`src/hw/stepper_cfg.svh`:
```
/* stepper configuration
   build-time sizes for the SPI engine, the register bus and the step generator */
`ifndef STEPPER_CFG_SVH
`define STEPPER_CFG_SVH

// bits per SPI transfer, a whole number of bytes
`define SPI_FRAME_BITS 40

// chip-select outputs on the board connector
`define SPI_CS_LINES 12

// clk_in cycles per SCK half period
`define SPI_CLK_DIV 4

// byte address width seen by the register block
`define BUS_ADDR_BITS 8

// shortest step period in clk_in cycles
// keeps the high half of a pulse at two cycles or more
`define STEP_PERIOD_MIN 4

`endif
```
`src/hw/stepper_pkg.sv`:
```
/* stepper_pkg: register map and payload types shared by the stepper peripherals */
`include "stepper_cfg.svh"

package stepper_pkg;

  // byte offsets of the 32-bit registers
  typedef enum logic [`BUS_ADDR_BITS-1:0] {
    reg_leds         = 'h00,
    reg_spi_tx_upper = 'h04,
    reg_spi_tx_lower = 'h08,
    reg_spi_rx_upper = 'h0C,
    reg_spi_rx_lower = 'h10,
    reg_spi_config   = 'h14,
    reg_spi_status   = 'h18,
    reg_motor_enable = 'h1C,
    reg_step_count   = 'h20,
    reg_step_period  = 'h24,
    reg_step_control = 'h28,
    reg_step_status  = 'h2C
  } reg_addr_e;

  // one SPI frame, byte 4 is the upper register
  typedef logic [`SPI_FRAME_BITS/8-1:0][7:0] spi_frame_t;

  // index 12 and above selects no line
  typedef logic [3:0] cs_sel_t;

  typedef logic [31:0] step_count_t;

endpackage

```
`src/hw/step_ctrl_if.sv`:
```
/* step_ctrl_if: run parameters and completion flag for the step generator */
interface step_ctrl_if;
  import stepper_pkg::*;

  logic        enable;
  logic        dir;
  step_count_t count;
  step_count_t period;
  logic        done;

  modport regs (
    output enable, dir, count, period,
    input  done
  );

  modport gen (
    input  enable, dir, count, period,
    output done
  );
endinterface

```
`src/hw/spi_ctrl_if.sv`:
```
/* spi_ctrl_if: request and status lines between the register block and the SPI master */
interface spi_ctrl_if;
  import stepper_pkg::*;

  spi_frame_t frame;
  cs_sel_t    cs_sel;
  // level, frames repeat while it stays high
  logic       send;
  spi_frame_t rx_frame;
  logic       ready;

  modport regs (
    output frame, cs_sel, send,
    input  rx_frame, ready
  );

  modport master (
    input  frame, cs_sel, send,
    output rx_frame, ready
  );
endinterface

```
`src/hw/stepper_top.sv`:
```
/* stepper_top: stepper peripheral subsystem, register bus in and
   SPI, driver enable and step/dir pins out */
`include "stepper_cfg.svh"

module stepper_top (
  input  logic                      clk_in,
  input  logic                      arst_n,
  input  logic                      mem_valid,
  input  logic [`BUS_ADDR_BITS-1:0] mem_addr,
  input  logic [31:0]               mem_wdata,
  input  logic [3:0]                mem_wstrb,
  output logic [31:0]               mem_rdata,
  output logic                      mem_ready,
  output logic [7:0]                led,
  output logic                      spi_sck,
  output logic                      spi_mosi,
  input  logic                      spi_miso,
  output logic [`SPI_CS_LINES-1:0]  spi_cs_n,
  output logic [11:0]               drv_en_n,
  output logic                      step,
  output logic                      dir
);

  logic [11:0] motor_enable;

  spi_ctrl_if  spi_ctrl ();
  step_ctrl_if step_ctrl ();

  periph_regs regs (
    .clk_in       (clk_in),
    .arst_n       (arst_n),
    .mem_valid    (mem_valid),
    .mem_addr     (mem_addr),
    .mem_wdata    (mem_wdata),
    .mem_wstrb    (mem_wstrb),
    .mem_rdata    (mem_rdata),
    .mem_ready    (mem_ready),
    .leds         (led),
    .motor_enable (motor_enable),
    .spi          (spi_ctrl.regs),
    .step         (step_ctrl.regs)
  );

  spi_master spi_engine (
    .clk_in (clk_in),
    .arst_n (arst_n),
    .ctrl   (spi_ctrl.master),
    .sck    (spi_sck),
    .mosi   (spi_mosi),
    .miso   (spi_miso),
    .cs_n   (spi_cs_n)
  );

  step_generator step_gen (
    .clk_in (clk_in),
    .arst_n (arst_n),
    .ctrl   (step_ctrl.gen),
    .step   (step),
    .dir    (dir)
  );

  // driver enables are active low on the board
  assign drv_en_n = ~motor_enable;

endmodule

```
`src/hw/step_generator.sv`:
```
/* step_generator: emits a counted train of step pulses at a fixed period
   and raises done when the run is over */
`include "stepper_cfg.svh"

module step_generator (
  input  logic     clk_in,
  input  logic     arst_n,
  step_ctrl_if.gen ctrl,
  output logic     step,
  output logic     dir
);
  import stepper_pkg::*;

  logic        en_q;
  logic        start;
  logic        running;
  step_count_t period_c;
  step_count_t period_q;
  step_count_t high_from;
  step_count_t cyc_q;
  step_count_t steps_q;

  assign start = ctrl.enable && !en_q && !ctrl.done;

  // short periods are stretched to the minimum
  assign period_c = (ctrl.period < `STEP_PERIOD_MIN) ?
                    step_count_t'(`STEP_PERIOD_MIN) : ctrl.period;

  // cyc_q counts down, so the high half sits at the top of the range
  assign high_from = period_q - (period_q >> 1);
  assign step      = running && (cyc_q >= high_from);

  always_ff @(posedge clk_in or negedge arst_n) begin
    if (!arst_n) begin
      en_q      <= 1'b0;
      running   <= 1'b0;
      ctrl.done <= 1'b0;
      dir       <= 1'b0;
      period_q  <= '0;
      cyc_q     <= '0;
      steps_q   <= '0;
    end else begin
      en_q <= ctrl.enable;
      if (!ctrl.enable) begin
        // dropping enable aborts a run and clears done
        running   <= 1'b0;
        ctrl.done <= 1'b0;
      end else if (start) begin
        dir       <= ctrl.dir;
        period_q  <= period_c;
        cyc_q     <= period_c - 1'b1;
        steps_q   <= ctrl.count;
        running   <= (ctrl.count != '0);
        ctrl.done <= (ctrl.count == '0);
      end else if (running) begin
        if (cyc_q == '0) begin
          cyc_q   <= period_q - 1'b1;
          steps_q <= steps_q - 1'b1;
          if (steps_q == step_count_t'(1)) begin
            running   <= 1'b0;
            ctrl.done <= 1'b1;
          end
        end else begin
          cyc_q <= cyc_q - 1'b1;
        end
      end
    end
  end

  assert property (@(posedge clk_in) disable iff (!arst_n) step |-> !ctrl.done)
    else $error("step pulse after the run finished");

endmodule

```
`src/hw/spi_master.sv`:
```
/* spi_master: mode 0 SPI engine, shifts one frame out MSB first and
   shifts MISO back into the same register, one chip select held low */
`include "stepper_cfg.svh"

module spi_master (
  input  logic                     clk_in,
  input  logic                     arst_n,
  spi_ctrl_if.master               ctrl,
  output logic                     sck,
  output logic                     mosi,
  input  logic                     miso,
  output logic [`SPI_CS_LINES-1:0] cs_n
);
  import stepper_pkg::*;

  localparam int DIV_W = $clog2(`SPI_CLK_DIV + 1);
  localparam int BIT_W = $clog2(`SPI_FRAME_BITS);

  logic [DIV_W-1:0]           div_cnt;
  logic [BIT_W-1:0]           bit_cnt;
  logic                       last_q;
  logic                       start;
  logic                       tick;
  logic                       sck_rise;
  logic                       sck_fall;
  logic [`SPI_FRAME_BITS-1:0] shift_q;
  cs_sel_t                    cs_q;
  logic                       miso_q;

  assign start    = ctrl.ready && ctrl.send;
  // half period elapsed, SCK toggles on this edge
  assign tick     = !ctrl.ready && !last_q && (div_cnt == DIV_W'(`SPI_CLK_DIV - 1));
  assign sck_rise = tick && !sck;
  assign sck_fall = tick && sck;

  always_ff @(posedge clk_in or negedge arst_n) begin
    if (!arst_n) begin
      ctrl.ready <= 1'b1;
      sck        <= 1'b0;
      last_q     <= 1'b0;
      div_cnt    <= '0;
      bit_cnt    <= '0;
    end else if (start) begin
      ctrl.ready <= 1'b0;
      div_cnt    <= '0;
      bit_cnt    <= '0;
    end else if (last_q) begin
      // one cycle after the last falling edge
      last_q     <= 1'b0;
      ctrl.ready <= 1'b1;
    end else if (!ctrl.ready) begin
      if (tick) begin
        div_cnt <= '0;
        sck     <= !sck;
        if (sck_fall) begin
          bit_cnt <= bit_cnt + 1'b1;
          last_q  <= (bit_cnt == BIT_W'(`SPI_FRAME_BITS - 1));
        end
      end else begin
        div_cnt <= div_cnt + 1'b1;
      end
    end
  end

  // sample on rising, shift on falling
  always_ff @(posedge clk_in) begin
    if (start) begin
      shift_q <= ctrl.frame;
      cs_q    <= ctrl.cs_sel;
    end else if (sck_fall) begin
      shift_q <= {shift_q[`SPI_FRAME_BITS-2:0], miso_q};
    end
    if (sck_rise) begin
      miso_q <= miso;
    end
    if (last_q) begin
      ctrl.rx_frame <= shift_q;
    end
  end

  assign mosi = !ctrl.ready && shift_q[`SPI_FRAME_BITS-1];

  // out of range index leaves every line high
  always_comb begin
    cs_n = '1;
    if (!ctrl.ready && (cs_q < `SPI_CS_LINES)) begin
      cs_n[cs_q] = 1'b0;
    end
  end

  assert property (@(posedge clk_in) disable iff (!arst_n) $onehot0(~cs_n))
    else $error("more than one chip select low");

  assert property (@(posedge clk_in) disable iff (!arst_n) ctrl.ready |-> !sck)
    else $error("sck high while the SPI master is idle");

endmodule

```
`src/hw/periph_regs.sv`:
```
/* periph_regs: valid/ready bus slave for the stepper peripherals
   decodes word offsets, holds the control registers and muxes read data */
`include "stepper_cfg.svh"

module periph_regs (
  input  logic                      clk_in,
  input  logic                      arst_n,
  input  logic                      mem_valid,
  input  logic [`BUS_ADDR_BITS-1:0] mem_addr,
  input  logic [31:0]               mem_wdata,
  input  logic [3:0]                mem_wstrb,
  output logic [31:0]               mem_rdata,
  output logic                      mem_ready,
  output logic [7:0]                leds,
  output logic [11:0]               motor_enable,
  spi_ctrl_if.regs                  spi,
  step_ctrl_if.regs                 step
);
  import stepper_pkg::*;

  reg_addr_e   reg_off;
  logic        access;
  logic        wr_en;
  logic [7:0]  tx_upper_q;
  logic [31:0] tx_lower_q;
  logic        send_q;
  cs_sel_t     cs_sel_q;
  step_count_t step_count_q;
  step_count_t step_period_q;
  logic        step_en_q;
  logic        step_dir_q;

  // word decode, byte lane bits ignored
  assign reg_off = reg_addr_e'({mem_addr[`BUS_ADDR_BITS-1:2], 2'b00});

  // a request is taken once, in the cycle before the ready pulse
  assign access = mem_valid && !mem_ready;
  assign wr_en  = access && (mem_wstrb != 4'b0000);

  always_ff @(posedge clk_in or negedge arst_n) begin
    if (!arst_n) begin
      mem_ready <= 1'b0;
    end else begin
      mem_ready <= access;
    end
  end

  // control bits
  always_ff @(posedge clk_in or negedge arst_n) begin
    if (!arst_n) begin
      leds         <= '0;
      motor_enable <= '0;
      send_q       <= 1'b0;
      cs_sel_q     <= '0;
      step_en_q    <= 1'b0;
      step_dir_q   <= 1'b0;
    end else if (wr_en) begin
      case (reg_off)
        reg_leds:         leds <= mem_wdata[7:0];
        reg_motor_enable: motor_enable <= mem_wdata[11:0];
        reg_spi_config: begin
          send_q   <= mem_wdata[0];
          cs_sel_q <= mem_wdata[4:1];
        end
        reg_step_control: begin
          step_en_q  <= mem_wdata[0];
          step_dir_q <= mem_wdata[1];
        end
        default: ;
      endcase
    end
  end

  // data words, only sampled by the engines at a start
  always_ff @(posedge clk_in) begin
    if (wr_en) begin
      case (reg_off)
        reg_spi_tx_upper: tx_upper_q <= mem_wdata[7:0];
        reg_spi_tx_lower: tx_lower_q <= mem_wdata;
        reg_step_count:   step_count_q <= mem_wdata;
        reg_step_period:  step_period_q <= mem_wdata;
        default: ;
      endcase
    end
  end

  // read mux, rx and status words are read-only
  always_comb begin
    mem_rdata = '0;
    case (reg_off)
      reg_leds:         mem_rdata[7:0] = leds;
      reg_spi_tx_upper: mem_rdata[7:0] = tx_upper_q;
      reg_spi_tx_lower: mem_rdata = tx_lower_q;
      reg_spi_rx_upper: mem_rdata[7:0] = spi.rx_frame[4];
      reg_spi_rx_lower: mem_rdata = spi.rx_frame[3:0];
      reg_spi_config:   mem_rdata[4:0] = {cs_sel_q, send_q};
      reg_spi_status:   mem_rdata[0] = spi.ready;
      reg_motor_enable: mem_rdata[11:0] = motor_enable;
      reg_step_count:   mem_rdata = step_count_q;
      reg_step_period:  mem_rdata = step_period_q;
      reg_step_control: mem_rdata[1:0] = {step_dir_q, step_en_q};
      reg_step_status:  mem_rdata[0] = step.done;
      default:          mem_rdata = '0;
    endcase
  end

  assign spi.frame  = {tx_upper_q, tx_lower_q};
  assign spi.cs_sel = cs_sel_q;
  assign spi.send   = send_q;

  assign step.enable = step_en_q;
  assign step.dir    = step_dir_q;
  assign step.count  = step_count_q;
  assign step.period = step_period_q;

  // one ready per request, the master drops valid before the next transfer
  assert property (@(posedge clk_in) disable iff (!arst_n) mem_ready |=> !mem_ready)
    else $error("mem_ready high in two consecutive cycles");

endmodule

```
`config.mk`:
```
export PLATFORM = sky130hd
export DESIGN_NAME = stepper_top
export DESIGN_NICKNAME = d
export VERILOG_FILES = /design/src/hw/stepper_pkg.sv /design/src/hw/step_ctrl_if.sv /design/src/hw/spi_ctrl_if.sv /design/src/hw/stepper_top.sv /design/src/hw/step_generator.sv /design/src/hw/spi_master.sv /design/src/hw/periph_regs.sv
export VERILOG_INCLUDE_DIRS = /design/src /design/src/hw
export SDC_FILE = /design/constraint.sdc
export NUM_CORES = 1
export LEC_CHECK = 0
export BUFFER_PORTS_ARGS = -buffer_cell sky130_fd_sc_hd__buf_2
export CAP_MARGIN = 20
export CORE_MARGIN = 3
export CORE_UTILIZATION = 65
export CTS_CLUSTER_SIZE = 12
export DETAILED_ROUTE_END_ITERATION = 12
export PLACE_DENSITY = 0.85
export SYNTH_ARGS = -nofsm -noshare
export SYNTH_HDL_FRONTEND = slang
export SYNTH_SLANG_ARGS = --single-unit
```
`constraint.sdc`:
```
create_clock -name clk_in -period 9.5 [get_ports clk_in]
set_clock_uncertainty 0.1 [all_clocks]
set_input_delay 0.95 -clock clk_in [delete_from_list [all_inputs] [get_ports clk_in]]
set_output_delay 0.95 -clock clk_in [all_outputs]
set_load 0.01 [all_outputs]
```
==> flow_summary.ini <==
[outcome]
status = completed

[critical_path]
worstRegToRegCells = 8
cp.arrival_ns = 5.14
cp_max_fo = 5
path_class = register to primary output
cp_slowest_cell = or4_1
r2r_slack_ns = 5.92
critPathRequiredTime_ns = 8.45
worstSetupEndpointType = primary output
startpoint_type = register
endpoint = step
crit_start = step_gen.period_q[1]
crit_chain = ha_1 -> inv_1 -> fa_1 -> a21oi_1 -> inv_1 -> a211o_1 -> a31o_2 -> a221oi_2 -> a211oi_1 -> o221ai_2 -> o21ai_0 -> xnor2_1 -> ha_1 -> nand4_1 -> or4_1 -> o21ai_0 -> buf_2
critPathMaxStageDelay_ns = 0.55
r2r_end = step_gen.cyc_q[28]
regToRegStartpoint = regs.step.enable

[yosys]
synth_area_leaders = edfxtp_1 33%, dfrtp_1 20%, nand2_1 6.8%, ha_1 5.0%, o21ai_0 4.2%
synth.area.mux_share = 0.02076
synth_edf_count = 189
synth_top_family_by_area = simple AND/OR/NAND/NOR gates
yosysMostFrequentCell = nand2_1
synthTopCellsByCount = 309 x nand2_1, 189 x edfxtp_1, 142 x o21ai_0, 139 x dfrtp_1, 78 x a21oi_1
synth_compound_area_frac = 0.1508
async_reset_ff_frac = 0.4255
synth-seq-cells = 329
synth_nets = 1776
synth_area_um2 = 17120
synthFlopType = edfxtp_1
yosys_warnings = 0
syn_avg_cell_area_um2 = 10.32
synth_simple_gate_area_frac = 0.1736
synth_fa_ha_area_frac = 0.05087
synthXorXnorAreaFrac = 0.02967
synth_area_leader_cell = edfxtp_1
syn_inst = 1659
yosysUniqueCellTypes = 81
yosysSeqAreaShare = 0.5362
synth_top_area_share = 0.3315

[final_layout]
area_growth_pct = 10.87
nNetsFinal = 1870
finalNonFillerCells = 2109
final-seq-area_um2 = 9181
diodes = 0
multi_input_area_um2 = 7338
final_area_um2 = 18980
nFillCells = 1647
drive_gt1_frac = 0.1366

[detailed_routing]
wl_per_cell_um = 21.40
drt-initial-drc-count = 1745
drc = 0
wirelength_mm = 45.14
top_layer = met4
avgViaCountPerCell = 6.660
dr.pass1.iters = 8
ant_nets = 0
routed-wl-met3_mm = 5.193
route.met2.wl_mm = 21.10
wl_met1_mm = 17.39
routed-via-count = 14050

[power_and_ir_drop]
combPwrFrac = 0.444
p_int_mw = 3.459
swShare = 0.3902
powerDensity_nw_per_um2 = 298.8
peakVddDrop_mv = 0.1892
power.share.clock = 0.219
power.total_mw = 5.672
p_leak_nw = 7.873
switching_power_mw = 2.213
seqPwrFrac = 0.337

[global_route]
grt.total_usage = 0.3141
grt_pass1_wl_mm = 71.53
grt_pass1_vias = 13390
grt-ovfl-total = 0
antenna_found_initial = 0
grt_max_degree = 86

[floorplan]
fp.coreArea_um2 = 25540
initial_utilization = 0.6702
die_w_um = 168.3
die-area_um2 = 28320
fp.dieH_um = 168.3
rows = 58
ioPinCount = 117

[clocking]
cts_tree = done
cts_resized = 0
cts_buffer_depth = 3
hold_buffers = 0
htreeDepth = 2
numCtsBuffers = 34
clock_latency_ns = 0.52
cts.sinks = 329
clk_pin_slew_ns = 0.06
post_cts_buffers = 0
cts_root_buffer = clkbuf_16

[timing]
worst_slew_pin_slew_ns = 1.043
maxSlewViolCount = 0
grt_setup_unrepaired = false
min_period_over_period = 0.6514
finalSetupViolations = 0
finalCriticalPeriod_ns = 6.189
hold_viol_final = 0
relSlewSlack = 0.3035
fmax_ghz = 0.1616
tns_ns = 0

[placement]
dpl-instance-area_um2 = 17910
dpl.hpwl_mm = 30.23
dp_cells = 2044
io_buffers = 114
routabilityCongestion = 0.9380

[hold_path]
hold_class = primary input to asynchronous set/reset pin

[job]
maxCapViolCount = 0
## layout make-up
type / instances / area share
Timing Repair Buffer: 137 / 0.04107
Tap cell: 330 / 0.02175
Sequential cell: 329 / 0.4837
Clock inverter: 4 / 0.002571
Multi-Input combinational cell: 1185 / 0.3866
Clock buffer: 58 / 0.05122
Inverter: 66 / 0.01305
## metrics by stage
stage	setup WS, ns	hold WS, ns	util
after floorplan	4.036	0.3180	-
after global placement	4.023	0.3266	0.7010
after detailed placement	3.935	0.3310	0.7010
after CTS	3.382	0.3335	0.7410
after global routing	2.902	0.3311	0.7430
final	3.311	0.3138	0.7430
## worst min path at each step
stage / slack, ns / cells after the start / to
3_3_place_gp: 0.33 / 0 / spi_engine.ctrl.rx_frame[39]
5_1_grt: 0.33 / 1 / spi_engine.div_cnt[2]
6_report: 0.31 / 1 / regs.motor_enable[6]
4_1_cts: 0.33 / 1 / spi_engine.div_cnt[2]
3_5_place_dp: 0.33 / 0 / spi_engine.ctrl.rx_frame[39]
2_1_floorplan: 0.32 / 0 / spi_engine.ctrl.rx_frame[39]
## worst max-delay path: cells and delay by family, from the launching register on
family                   cells  cell delay, ns
flip-flops                   1            0.44
AND/OR/NAND/NOR              2            0.71
buffers and inverters        3            0.32
AO/OA/AOI/OAI                8            2.10
adder cells (fa/ha/maj)      3            0.90
XOR/XNOR                     1            0.15
## state kept, by name, summed over array words and instances, names as in the netlist, 3 cells and up
| name | cells |
|---|---|
| step_gen.steps_q | 32 |
| regs.spi.cs_sel | 4 |
| regs.step.count | 32 |
| regs.step.period | 32 |
| spi_engine.bit_cnt | 6 |
| spi_engine.shift_q | 40 |
| regs.motor_enable | 12 |
| step_gen.cyc_q | 32 |
| regs.tx_lower_q | 32 |
| spi_engine.cs_q | 4 |
| regs.tx_upper_q | 8 |
| step_gen.period_q | 32 |
| regs.leds | 8 |
| spi_engine.ctrl.rx_frame | 40 |
| spi_engine.div_cnt | 3 |
## routing by layer
layer,up-vias,track usage
met4,0,0.09570
met2,924,0.5011
met5,-,0
met3,140,0.05729
met1,6712,0.4460
li1,6269,-
## kinds of logic (layout without fill, tap and decap cells)
kind of cell / Yosys count / count (layout)
multiplexers: 31 / 31
AND/OR/NAND/NOR: 617 / 617
buffers and inverters: 145 / 265
AO/OA/AOI/OAI: 410 / 410
adder cells (fa/ha/maj): 69 / 69
flip-flops: 329 / 329
XOR/XNOR: 58 / 58
## power groups by stage
stage / clock network [mW] / logic (mW) / registers (mW)
after floorplan: 0 / 1.99 / 1.86
after global placement: 0 / 2.36 / 1.92
after detailed placement: 0 / 2.45 / 1.93
after CTS: 1.25 / 2.49 / 1.90
after global routing: 1.30 / 2.85 / 1.93
final: 1.24 / 2.52 / 1.91
## cell usage in the layout, fill, tap and decap left out, types with 6 or more instances in the layout
cell type	Yosys	final
nor2_1	77	75
nor4_1	34	33
nand2_1	309	309
buf_4	0	20
nand4_1	21	21
buf_2	4	113
o21ai_1	15	14
xor2_1	30	30
nor3_1	35	32
nand3_1	42	42
mux2_2	16	16
nor2b_1	10	10
inv_1	65	65
or2_2	6	6
a22oi_1	22	22
a222oi_1	30	30
or3_1	13	13
xnor2_1	28	28
nand2b_1	11	11
dfrtp_1	139	138
a21oi_1	78	77
mux2i_1	13	13
clkbuf_16	0	36
edfxtp_1	189	189
a21o_1	24	24
ha_1	68	68
o22ai_1	8	8
o21a_1	16	16
clkbuf_1	58	22
o21ai_0	142	142
a31oi_1	33	33
and2_1	8	8
(Power assumes the default switching activity.)
